`src/logic/rv_pkg.sv`:
```
/* RV32I pipeline types */
package rv_pkg;

  localparam int xlen_c = 32;  // Data path width

  typedef logic [4:0]        reg_addr_t;
  typedef logic [xlen_c-1:0] word_t;

  // ================================================
  // Encodings
  // ================================================
  typedef enum logic [6:0] {
    OP_LUI    = 7'b0110111,
    OP_AUIPC  = 7'b0010111,
    OP_JAL    = 7'b1101111,
    OP_JALR   = 7'b1100111,
    OP_BRANCH = 7'b1100011,
    OP_LOAD   = 7'b0000011,  // LW only
    OP_STORE  = 7'b0100011,  // SW only
    OP_IMM    = 7'b0010011,
    OP_REG    = 7'b0110011
  } opcode_e;

  typedef enum logic [3:0] {
    ALU_ADD  = 4'd0,
    ALU_SUB  = 4'd1,
    ALU_SLL  = 4'd2,
    ALU_SLT  = 4'd3,
    ALU_SLTU = 4'd4,
    ALU_XOR  = 4'd5,
    ALU_SRL  = 4'd6,
    ALU_SRA  = 4'd7,
    ALU_OR   = 4'd8,
    ALU_AND  = 4'd9
  } alu_op_e;

  typedef enum logic [1:0] {
    WB_ALU = 2'd0,
    WB_MEM = 2'd1,
    WB_PC4 = 2'd2  // Link value for JAL/JALR
  } wb_sel_e;

  typedef enum logic [1:0] {
    FWD_NONE  = 2'd0,
    FWD_EXMEM = 2'd1,
    FWD_MEMWB = 2'd2
  } fwd_sel_e;

  // Operand A source, PC for AUIPC/JAL/branches, zero for LUI
  typedef enum logic [1:0] {
    OPA_REG  = 2'd0,
    OPA_PC   = 2'd1,
    OPA_ZERO = 2'd2
  } opa_sel_e;

  // ================================================
  // Stage records
  // ================================================
  typedef struct packed {
    logic  valid;
    word_t pc;
    word_t instr;
  } ifid_t;

  typedef struct packed {
    logic      valid;
    word_t     pc;
    word_t     rs1_val;
    word_t     rs2_val;
    reg_addr_t rs1;
    reg_addr_t rs2;
    reg_addr_t rd;
    word_t     imm;
    alu_op_e   alu_op;
    logic      alu_src;    // Operand B is the immediate
    opa_sel_e  opa_sel;
    logic      branch;
    logic      jump;
    logic      jalr;
    logic [2:0] funct3;    // Branch condition
    logic      mem_read;
    logic      mem_write;
    logic      reg_write;
    wb_sel_e   wb_sel;
  } idex_t;

  typedef struct packed {
    logic      valid;
    word_t     alu_result;
    word_t     store_data;
    word_t     pc_plus_4;
    reg_addr_t rd;
    logic      mem_read;
    logic      mem_write;
    logic      reg_write;
    wb_sel_e   wb_sel;
  } exmem_t;

  typedef struct packed {
    logic      valid;
    word_t     alu_result;
    word_t     load_data;
    word_t     pc_plus_4;
    reg_addr_t rd;
    logic      reg_write;
    wb_sel_e   wb_sel;
  } memwb_t;

  // Register write, also the observable retirement
  typedef struct packed {
    logic      valid;
    reg_addr_t rd;
    word_t     data;
  } retire_t;

  typedef struct packed {
    logic  taken;
    word_t target;
  } redirect_t;

endpackage

```
`src/logic/hazard_unit.sv`:
```
/* Hazard detection and forwarding */
`timescale 1ns/1ps

module hazard_unit import rv_pkg::*; (
  input  reg_addr_t rs1_addr,
  input  reg_addr_t rs2_addr,
  input  idex_t     idex,
  input  exmem_t    exmem,
  input  memwb_t    memwb,
  output logic      stall,
  output logic      bubble,
  output fwd_sel_e  fwd_a,
  output fwd_sel_e  fwd_b
);

  logic load_use;

  // Load in EX feeding the instruction in decode
  assign load_use = idex.valid && idex.mem_read && (idex.rd != '0) &&
                    ((idex.rd == rs1_addr) || (idex.rd == rs2_addr));

  assign stall  = load_use;  // Hold PC and IF/ID
  assign bubble = load_use;  // Empty slot into ID/EX

  // Youngest producer wins, x0 never forwards
  function automatic fwd_sel_e pick(input reg_addr_t src);
    fwd_sel_e sel;
    sel = FWD_NONE;
    if (exmem.valid && exmem.reg_write && (exmem.rd != '0) && (exmem.rd == src)) begin
      sel = FWD_EXMEM;
    end else if (memwb.valid && memwb.reg_write && (memwb.rd != '0) && (memwb.rd == src)) begin
      sel = FWD_MEMWB;
    end
    return sel;
  endfunction

  always_comb begin
    fwd_a = pick(idex.rs1);
    fwd_b = pick(idex.rs2);
  end

endmodule

```
`config.mk`:
```
export PLATFORM = sky130hd
export DESIGN_NAME = hazard_unit
export DESIGN_NICKNAME = d
export VERILOG_FILES = /design/src/logic/rv_pkg.sv /design/src/logic/hazard_unit.sv
export SDC_FILE = /design/constraint.sdc
export NUM_CORES = 1
export LEC_CHECK = 0
export ABC_AREA = 1
export BUFFER_PORTS_ARGS = -buffer_cell sky130_fd_sc_hd__buf_2
export CAP_MARGIN = 20
export CORE_AREA = 3 3 149 151
export DETAILED_ROUTE_END_ITERATION = 7
export DIE_AREA = 0 0 152 154
export GPL_ROUTABILITY_DRIVEN = 0
export PLACE_DENSITY = 0.34
export SLEW_MARGIN = 20
export SYNTH_ARGS = -nofsm -noshare
export SYNTH_HDL_FRONTEND = slang
export SYNTH_SLANG_ARGS = --single-unit
```
`constraint.sdc`:
```
create_clock -name vclk -period 1.11
set_input_delay 0.0555 -clock vclk [all_inputs]
set_output_delay 0.0555 -clock vclk [all_outputs]
set_load 0.03 [all_outputs]
```
* Word level (Yosys, flattened, before mapping)
Cells that the tools add are included.
** Word-level totals
- Bits in registers :: 0
- Word-level logic and storage cells :: 25
- Bits of input ports :: 384
- Output and inout bits :: 6
** Operators by class
- Reduce and logical (&&, ||, !) cells :: 15
- Equal/unequal tests :: 6
- Mux-type cells :: 4
** Operators with widths (count)
- equality test 5 bit :: 6
- nonzero test 5 bit :: 3
- logical AND 1 bit :: 11
- two-way mux 2 bit :: 4
- logical OR 1 bit :: 1

* Longest topological paths before layout
Gate-level depths: netlist of run 1.
- Depth in word-level cells :: 5
- Mapped depth :: 7
- Mapped depth without buffers :: 7

* Least setup slack after synthesis of run 1
No wires, ideal clock.
- Path type :: input port to output port
- Start :: in rs1_addr[4]
- End :: out stall
- Path buffers :: 1
- Required time :: 1.054 ns
- Stages :: 7
- Arrival time :: 1.146 ns
- Path slack :: -0.092 ns
- Cells stage by stage :: inv_1 -> nand2_1 -> nand2_1 -> nor2_1 -> nand3_1 -> a21oi_1 -> buf_4
** On the way
- Word-level cells in the longest chain between the ends :: 3
** RTL lines
- start, declared :: RTL line hazard_unit.sv:5 : input reg_addr_t rs1_addr,
- equality test 5 bit :: RTL line hazard_unit.sv:20 : ((idex.rd == rs1_addr) || (idex.rd == rs2_addr));
- logical OR 1 bit :: RTL line hazard_unit.sv:20
- logical AND 1 bit :: RTL line hazard_unit.sv:19 : assign load_use = idex.valid && idex.mem_read && (idex.rd != '0) &&
- end, declared :: RTL line hazard_unit.sv:10 : output logic stall,
No other way between the ends.

* Worst setup path after layout of run 1
- Start :: in idex[50] (netlist bit)
- End :: out stall
** On the way
- Word-level cells in the longest chain between the ends :: 3
- Elaborated cells on any way between the ends :: 6
- Classes of those cells :: eq/ne: 2; reduce/logical: 4
** RTL lines
- start, declared :: RTL line hazard_unit.sv:7 : input idex_t idex,
- equality test 5 bit or nonzero test 5 bit (tied branches) :: RTL line hazard_unit.sv:20, hazard_unit.sv:19
- logical OR 1 bit or logical AND 1 bit (tied branches) :: RTL line hazard_unit.sv:20, hazard_unit.sv:19
- logical AND 1 bit * :: RTL line hazard_unit.sv:19
Every way passes the cells marked *; elsewhere a longest branch is shown, timed or not.

==> out/metrics.yaml, run 1 <==
run_status:
  outcome: "completed"
worst_setup_path:
  critPathSlowestCell: "a21oi_4"
  critPathArrivalTime_ns: 0.97
  path_class: "in -> out"
  crit_chain: "buf_2 > xor2_1 > nor2_1 > nand3_2 > a21oi_4 > buf_6"
  worstPathMaxFanout: 3
  start_kind: "primary input"
  max_stage_delay_ns: 0.20
  required_ns: 1.05
  end_kind: "output port"
  critPathTopFamily: "buffers and inverters"
  path_buf_inv: 2
layout:
  final_cell_area_sq_um: 1200
  seq_cells: 0
  seqCellArea_sq_um: 0
  area_growth_syn_to_layout_pct: 104
  fillers: 2565
  multi_input_area_sq_um: 502
  layout.nets: 562
  mostFrequentLayoutCells: "nand2_1 (59), buf_2 (45), inv_1 (18)"
  final_common_cell: "nand2_1"
  final_layout_size_suffix_gt1_frac: 0.358
  nClkBuffers: 0
sta:
  max_freq_mhz: 977
  min_period_ns: 1.02
  rsz0062_at_grt: "no"
  worstMarginPinSlew_ns: 0.201
  layout_worst_path_cycle_share: 0.922
  slew_headroom: 0.865
  setup_viol: 0
  maxSlewViolCount: 0
  hold_viol: 0
  totalNegativeSetupSlack_ns: 0
detailed_routing:
  viasPerCell: 1.90
  ant_nets: 0
  vias: 860
  drt-initial-drc-count: 22
  wl_um: 3130
  wl_per_cell_um: 6.92
  drc: 0
  drtPass1Iterations: 4
yosys:
  syn-cell-area_sq_um: 587
  synthSimpleGateAreaFrac: 0.642
  synth_top_family_by_area: "simple AND/OR/NAND/NOR gates"
  synth_compound_area_frac: 0.00853
  syn-num-nets: 514
  synth.area.mux_share: 0
  synth_seq_area_share: 0
  synth_fa_ha_area_frac: 0
  syn_area_per_cell_sq_um: 4.51
  syn_inst: 130
  synth_xor_area_frac: 0.164
  yosysWarnings: 0
  synth_cell_types: 14
clock_network:
  cts.repair.resized: 0
  cts_hold_buf: 0
  cts_setup_buffers: 0
flow_run:
  max-cap-violations: 0
power:
  leakagePower_uw: 0.000574
  ir_drop_v: 0.0000839
  netSwitchingPower_uw: 168
  power_frac_comb: 1.000
  p_int_uw: 132
  p_sw_frac: 0.560
  power.share.sequential: 0
  power.density_nw_per_um2: 250
  p_clk_frac: 0
grt:
  grt_pass1_wl_um: 4730
  grt_overflow: 0
  grt_max_degree: 5
  antenna_found_initial: 6
  first_global_vias: 875
  grt_usage: 0.0257
place:
  io_buffers: 47
  postPlaceCellArea_sq_um: 1160
  dpl.hpwl_um: 2950
floorplanning:
  dieHeight_um: 154
  num_rows: 53
  ios: 390
  core_area_sq_um: 21000
  die_area_sq_um: 23400
  die_x_um: 152
  start_util: 0.0280
hold_path:
  worstHoldPathType: "in -> out"
==> cell usage after synthesis <==
master	number	area share
a21oi_1	1	0.0085
nor3_1	1	0.0085
nor2_2	2	0.021
xor2_1	3	0.045
inv_1	18	0.12
inv_2	9	0.058
nand3b_1	1	0.013
nand4_1	3	0.032
nor2_1	17	0.11
buf_4	1	0.013
nand3_4	1	0.030
nand3_1	6	0.051
xnor2_1	8	0.12
nand2_1	59	0.38
==> worst paths after layout <==
path | from | endpoint | cells after the start
worst max-delay path | idex[50] | stall | 6
worst min-delay path | exmem[2] | fwd_b[0] | 4
==> worst min-delay path: stages <==
cell and delay (ns):
buf_2 0.11, nand3_4 0.07, nor2_2 0.04, buf_2 0.17
==> stage by stage <==
stage               cells  setup WS [ns]  hold WS, ns  utilization  total power, uW
floorplan             130          0.112        0.256            -              148
global placement      451        -0.0112        0.515       0.0555              293
detailed placement    451         0.0220        0.509       0.0555              291
CTS                   451         0.0187        0.510       0.0555              292
global route          451        0.00106        0.524       0.0570              345
finish                453         0.0862        0.508       0.0573              300
==> layer usage <==
layer  share of wire  global-route usage  vias to the layer above
met5           0.014                   0                        -
met1            0.54              0.0380                      329
li1                -                   -                      476
met3            0.15              0.0189                        6
met2            0.29              0.0309                       43
met4          0.0032                   0                        6
==> cell families (layout without fill, tap and decap cells) <==
| family | count (synthesis) | after routing |
|---|---|---|
| AO/OA/AOI/OAI | 1 | 1 |
| XOR/XNOR | 11 | 11 |
| buffers and inverters | 28 | 74 |
| other | 0 | 2 |
| AND/OR/NAND/NOR | 90 | 90 |
==> final cells by class <==
type | instances | share of cell area
Antenna cell | 2 | 0.00417
Inverter | 27 | 0.0845
Multi-Input combinational cell | 102 | 0.418
Tap cell | 275 | 0.287
Timing Repair Buffer | 47 | 0.206
==> power groups by stage <==
stage	sequential (uW)	combinational [uW]	clock (uW)
floorplan	0	148	0
global placement	0	293	0
detailed placement	0	291	0
CTS	0	292	0
global route	0	345	0
finish	0	300	0.000241
No activity file was read; power rests on OpenSTA's default activity.
==> run 2, diff against run 1 <==
--- a/config.mk
+++ b/config.mk
@@ -8,10 +8,9 @@
 export ABC_AREA = 1
 export BUFFER_PORTS_ARGS = -buffer_cell sky130_fd_sc_hd__buf_2
 export CAP_MARGIN = 20
-export CORE_AREA = 3 3 149 151
+export CORE_AREA = 3 3 151 153
 export DETAILED_ROUTE_END_ITERATION = 7
-export DIE_AREA = 0 0 152 154
-export GPL_ROUTABILITY_DRIVEN = 0
+export DIE_AREA = 0 0 154 156
 export PLACE_DENSITY = 0.34
 export SLEW_MARGIN = 20
 export SYNTH_ARGS = -nofsm -noshare
==> constraint.sdc (replaced) <==
create_clock -name vclk -period 0.99
set_input_delay 0.0495 -clock vclk [all_inputs]
set_output_delay 0.0495 -clock vclk [all_outputs]
set_load 0.03 [all_outputs]
==> run 2 against run 1 <==
  * Final cell count grew 0.88%
  * Die area up 2.6%
  * Design area increased by 11%
  * Clock-buffer cell count is the same
  * Global-route usage increased by 0.35 points
  * Sequential cell count unchanged
  * Critical path depth increased by 1
  * Total power is 36% higher
  * Largest cell class unchanged
  * Largest power group unchanged
==> out/metrics.yaml, run 2 (synthesis gave the netlist of run 1 again) <==
run_status:
  outcome: "completed"
worst_setup_path:
  crit_chain: "buf_2 > nor2_4 > nand4_1 > nand3_4 > nor2_2 > nor2_1 > buf_4"
  critPathArrivalTime_ns: 0.89  # -0.08 ns
  path_class: "in -> out"
  max_stage_delay_ns: 0.17  # -0.03 ns
  critPathSlowestCell: "buf_4"
  worstPathMaxFanout: 3  # unchanged
  required_ns: 0.94  # -0.11 ns
  end_kind: "output port"
  start_kind: "primary input"
hold_path:
  worstHoldPathType: "in -> out"
  hold_depth: 4  # unchanged
sta:
  layout_worst_path_cycle_share: 0.948
  hold_ws_ns: 0.479  # -0.0283 ns
  setup_viol: 0  # unchanged
  slew_headroom: 0.868  # +0.00302
  max_freq_mhz: 1060
  hold_viol: 0  # unchanged
  worstMarginPinSlew_ns: 0.196  # -0.00449 ns
  min_period_ns: 0.939
  maxSlewViolCount: 0  # unchanged
detailed_routing:
  wl_per_cell_um: 7.88  # +14%
  ant_nets: 0  # unchanged
  dr.max_layer_used: "met3"
  drtPass1Iterations: 4  # unchanged
  wl_um: 3600  # +15%
  wl_met1_um: 2140  # +25%
  wl_met2_um: 1120  # +24%
  viasPerCell: 1.89  # -0.53%
  drc: 0  # unchanged
  vias: 863  # +0.35%
  drt-initial-drc-count: 21  # -4.5%
  dr_wl_met3_um: 343  # -27%
layout:
  final_common_cell: "nand2_1"
  area_growth_syn_to_layout_pct: 127
  diodes: 0  # -2
  layoutNonFillerInstCount: 457  # +0.88%
  layout.nets: 563  # +0.18%
  final_cell_area_sq_um: 1330  # +11%
  fin_util: 0.0614  # +0.00418
  final_layout_size_suffix_gt1_frac: 0.429  # +0.0714
  nClkBuffers: 0  # unchanged
  seq_cells: 0  # unchanged
  seqCellArea_sq_um: 0  # unchanged
  mostFrequentLayoutCells: "nand2_1 (53), buf_2 (24), nor2_1 (15)"
floorplanning:
  die_area_sq_um: 24000  # +2.6%
  core_area_sq_um: 21700  # +3.5%
  die_x_um: 154  # +1.3%
  dieHeight_um: 156  # +1.3%
  num_rows: 54  # +1.9%
  start_util: 0.0271  # -0.000947
  ios: 390  # unchanged
grt:
  antenna_found_initial: 0  # -6
  grt_usage: 0.0293  # +0.00353
  grt_overflow: 0  # unchanged
  grt_max_degree: 5  # unchanged
  grt_pass1_wl_um: 5370  # +14%
  first_global_vias: 911  # +4.1%
place:
  place_congestion: 0.706
  io_buffers: 47  # unchanged
  dpl.hpwl_um: 3380  # +15%
  postPlaceCellArea_sq_um: 1180  # +1.2%
  dp.cells: 457  # +1.3%
flow_run:
  max-cap-violations: 0  # unchanged
clock_network:
  cts_setup_buffers: 0  # unchanged
power:
  ir_drop_v: 0.000115  # +38%
  power.density_nw_per_um2: 307  # +23%
  leakagePower_uw: 0.000610  # +6.3%
run 2: changes by cell type in the layout (fill, tap and decap cells not counted), sizes merged:
cell,delta
buf,+1
diode,-2
run 2: path summary, 6_finish.rpt:
kind / end / start
worst max-delay path: fwd_b[1] / exmem[9]
worst min-delay path: fwd_b[0] / exmem[2]
run 2: what timing repair did:
action | in CTS | in global routing
endpoints found under the setup margin | 1 | 5
hold buffers | 0 | 0
resized for setup | 1 | 62
pin swaps | 0 | 24
run 2: where the power goes:
| group | switching (uW) | internal, uW |
|---|---|---|
| Clock | 0 | 0 |
| Combinational | 213 | 196 |
| Sequential | 0 | 0 |
| Total | 213 | 196 |
run 2: metal layers:
metal / up-vias / GRT usage
met2: 45 / 0.0368
li1: 476 / -
met4: 0 / 0
met5: - / 0
met1: 342 / 0.0498
met3: 0 / 0.00832
run 2: metrics by stage:
stage                     setup TNS, ns  setup WS, ns  total power [uW]
final                                 0        0.0510               409
after floorplan                       0       0.00405               166
after global placement          -0.0205       -0.0177               357
after global routing            -0.0175       -0.0127               468
after detailed placement              0       0.00438               351
after CTS                             0        0.0105               353
run 2: worst max-delay path, delay by kind of cell:
family | cells | cell delay (ns)
buffers and inverters | 2 | 0.30
and+or+nand+nor | 5 | 0.53
run 2: layout make-up:
class,instances,area (sq um)
fillers,2557,20400
multi-input cells,102,524
repair buffers,48,357
well taps,280,350
inverters,27,101
==> run 3, diff against run 2 <==
--- a/config.mk
+++ b/config.mk
@@ -6,12 +6,12 @@
 export NUM_CORES = 1
 export LEC_CHECK = 0
 export ABC_AREA = 1
-export BUFFER_PORTS_ARGS = -buffer_cell sky130_fd_sc_hd__buf_2
 export CAP_MARGIN = 20
-export CORE_AREA = 3 3 151 153
+export CORE_AREA = 3 3 149 151
 export DETAILED_ROUTE_END_ITERATION = 7
-export DIE_AREA = 0 0 154 156
-export PLACE_DENSITY = 0.34
+export DIE_AREA = 0 0 152 154
+export DONT_BUFFER_PORTS = 1
+export PLACE_DENSITY = 0.3
 export SLEW_MARGIN = 20
 export SYNTH_ARGS = -nofsm -noshare
 export SYNTH_HDL_FRONTEND = slang
==> run 3 against run 2 <==
  * First-iteration DRC count decreased by 29%
  * Wire length decreased by 11%
  * Critical endpoint is now fwd_a[1]
  * Total power decreased by 52%
  * Largest power group unchanged
  * Highest routed layer unchanged
  * Die area decreased by 2.6%
==> out/metrics.yaml, run 3 (synthesis gave the netlist of run 1 again) <==
run_status:
  outcome: "completed"
grt:
  use_met3: 0.0411  # +0.0328
  busiest_layer: "met3"
  use_met2: 0.0330  # -0.00379
  grt_max_degree: 5  # unchanged
  grt_overflow: 0  # unchanged
  first_global_vias: 697  # -23%
  grt_pass1_wl_um: 4370  # -19%
  use_met1: 0.0226  # -0.0271
  antenna_found_initial: 0  # unchanged
  grt_usage: 0.0256  # -0.00365
worst_setup_path:
  critPathArrivalTime_ns: 0.75  # -0.14 ns
  required_ns: 0.94  # about the same
  worstPathMaxFanout: 2  # -1
  crit_path_end: "fwd_a[1]"
  worstSetupStartpoint: "idex[64]"
  end_kind: "output port"
  start_kind: "primary input"
  path_class: "in -> out"
layout:
  diodes: 0  # unchanged
  seqCellArea_sq_um: 0  # unchanged
  area_growth_syn_to_layout_pct: 65.7
  mostFrequentLayoutCells: "nand2_1 (59), inv_1 (18), nor2_1 (17)"
  nClkBuffers: 0  # unchanged
  final_layout_size_suffix_gt1_frac: 0.141  # -0.289
  layout.nets: 521  # -7.5%
  final_common_cell: "nand2_1"
  seq_cells: 0  # unchanged
  fin_util: 0.0464  # -0.0150
  fillers: 2563  # +0.23%
power:
  leakagePower_uw: 0.000409  # -33%
  total_power_uw: 196  # -52%
  ir_drop_v: 0.0000546  # -53%
  power.density_nw_per_um2: 201  # -34%
sta:
  layout_worst_path_cycle_share: 0.805  # -0.144
  slew_headroom: 0.904  # +0.0360
  worstMarginPinSlew_ns: 0.143  # -0.0535 ns
  hold_viol: 0  # unchanged
  totalNegativeSetupSlack_ns: 0  # unchanged
  setup_viol: 0  # unchanged
  setup_ws_ns: 0.193  # +0.142 ns
  max_freq_mhz: 1260  # +18%
  min_period_ns: 0.797  # -0.142 ns
  maxSlewViolCount: 0  # unchanged
  rsz0062_at_grt: "no"
place:
  place_congestion: 0.679  # -3.8%
  io_buffers: 0  # -100%
  dp_slack_ns: 0.166  # +0.161 ns
  dpl.hpwl_um: 3090  # -8.8%
flow_run:
  max-cap-violations: 0  # unchanged
floorplanning:
  die_x_um: 152  # -1.3%
  dieHeight_um: 154  # -1.3%
  num_rows: 53  # -1.9%
  die_area_sq_um: 23400  # -2.6%
  start_util: 0.0280  # +0.000947
  ios: 390  # unchanged
  core_area_sq_um: 21000  # -3.4%
clock_network:
  cts.repair.resized: 0  # -1
  cts_hold_buf: 0  # unchanged
  cts_setup_buffers: 0  # unchanged
hold_path:
  worstHoldPathType: "in -> out"
detailed_routing:
  ant_nets: 0  # unchanged
  drt-initial-drc-count: 15  # -29%
  viasPerCell: 1.67  # -12%
  wl_um: 3200  # -11%
  wl_per_cell_um: 7.80  # -1.1%
  drc: 0  # unchanged
  drtPass1Iterations: 4  # unchanged
  vias: 685  # -21%
run 3: cell count changes in the layout (fill, tap and decap cells not counted), moves of 6 or more:
cell	change
nand2_1	+6
nand2_2	-6
buf_4	-6
buf_2	-24
buf_6	-9
run 3: worst min path at each step:
stage	from	endpoint	slack, ns	cells after the start
3_3_place_gp	exmem[2]	fwd_a[0]	0.37	3
3_5_place_dp	exmem[2]	fwd_a[0]	0.36	3
2_1_floorplan	exmem[2]	fwd_a[0]	0.24	2
4_1_cts	exmem[2]	fwd_a[0]	0.36	3
6_report	exmem[2]	fwd_a[0]	0.36	3
5_1_grt	exmem[2]	fwd_b[0]	0.38	3
run 3: area by class of cell:
| cell class | instances | area (sq um) | share of cell area |
|---|---|---|---|
| Inverter | 27 | 101 | 0.104 |
| Timing Repair Buffer | 6 | 45.0 | 0.0463 |
| Multi-Input combinational cell | 102 | 482 | 0.495 |
| Tap cell | 275 | 344 | 0.354 |
run 3: per-stage QoR:
stage,hold WS [ns],cell area (sq um),instances
after floorplan,0.244,591,130
after global placement,0.367,972,410
after detailed placement,0.363,972,410
after CTS,0.364,972,410
after global routing,0.382,972,410
final,0.360,972,410
run 3: power breakdown:
group	internal, uW	switching, uW
Sequential	0	0
Combinational	92.7	103
Clock	0	0
Total	92.7	103
run 3: layer usage:
| layer | wire length, um | part of all wire | vias to the layer above |
|---|---|---|---|
| met1 | 1020 | 0.32 | 250 |
| met3 | 1140 | 0.36 | 0 |
| met2 | 1040 | 0.32 | 44 |
| met5 | 0 | 0 | - |
| li1 | - | - | 391 |
| met4 | 0 | 0 | 0 |
run 3: critical path, cell delays in order:
cell and delay [ns]:
xnor2_1 0.13, nand2_1 0.08, nor2_1 0.15, nand2_1 0.08, nor2_1 0.10, buf_4 0.16
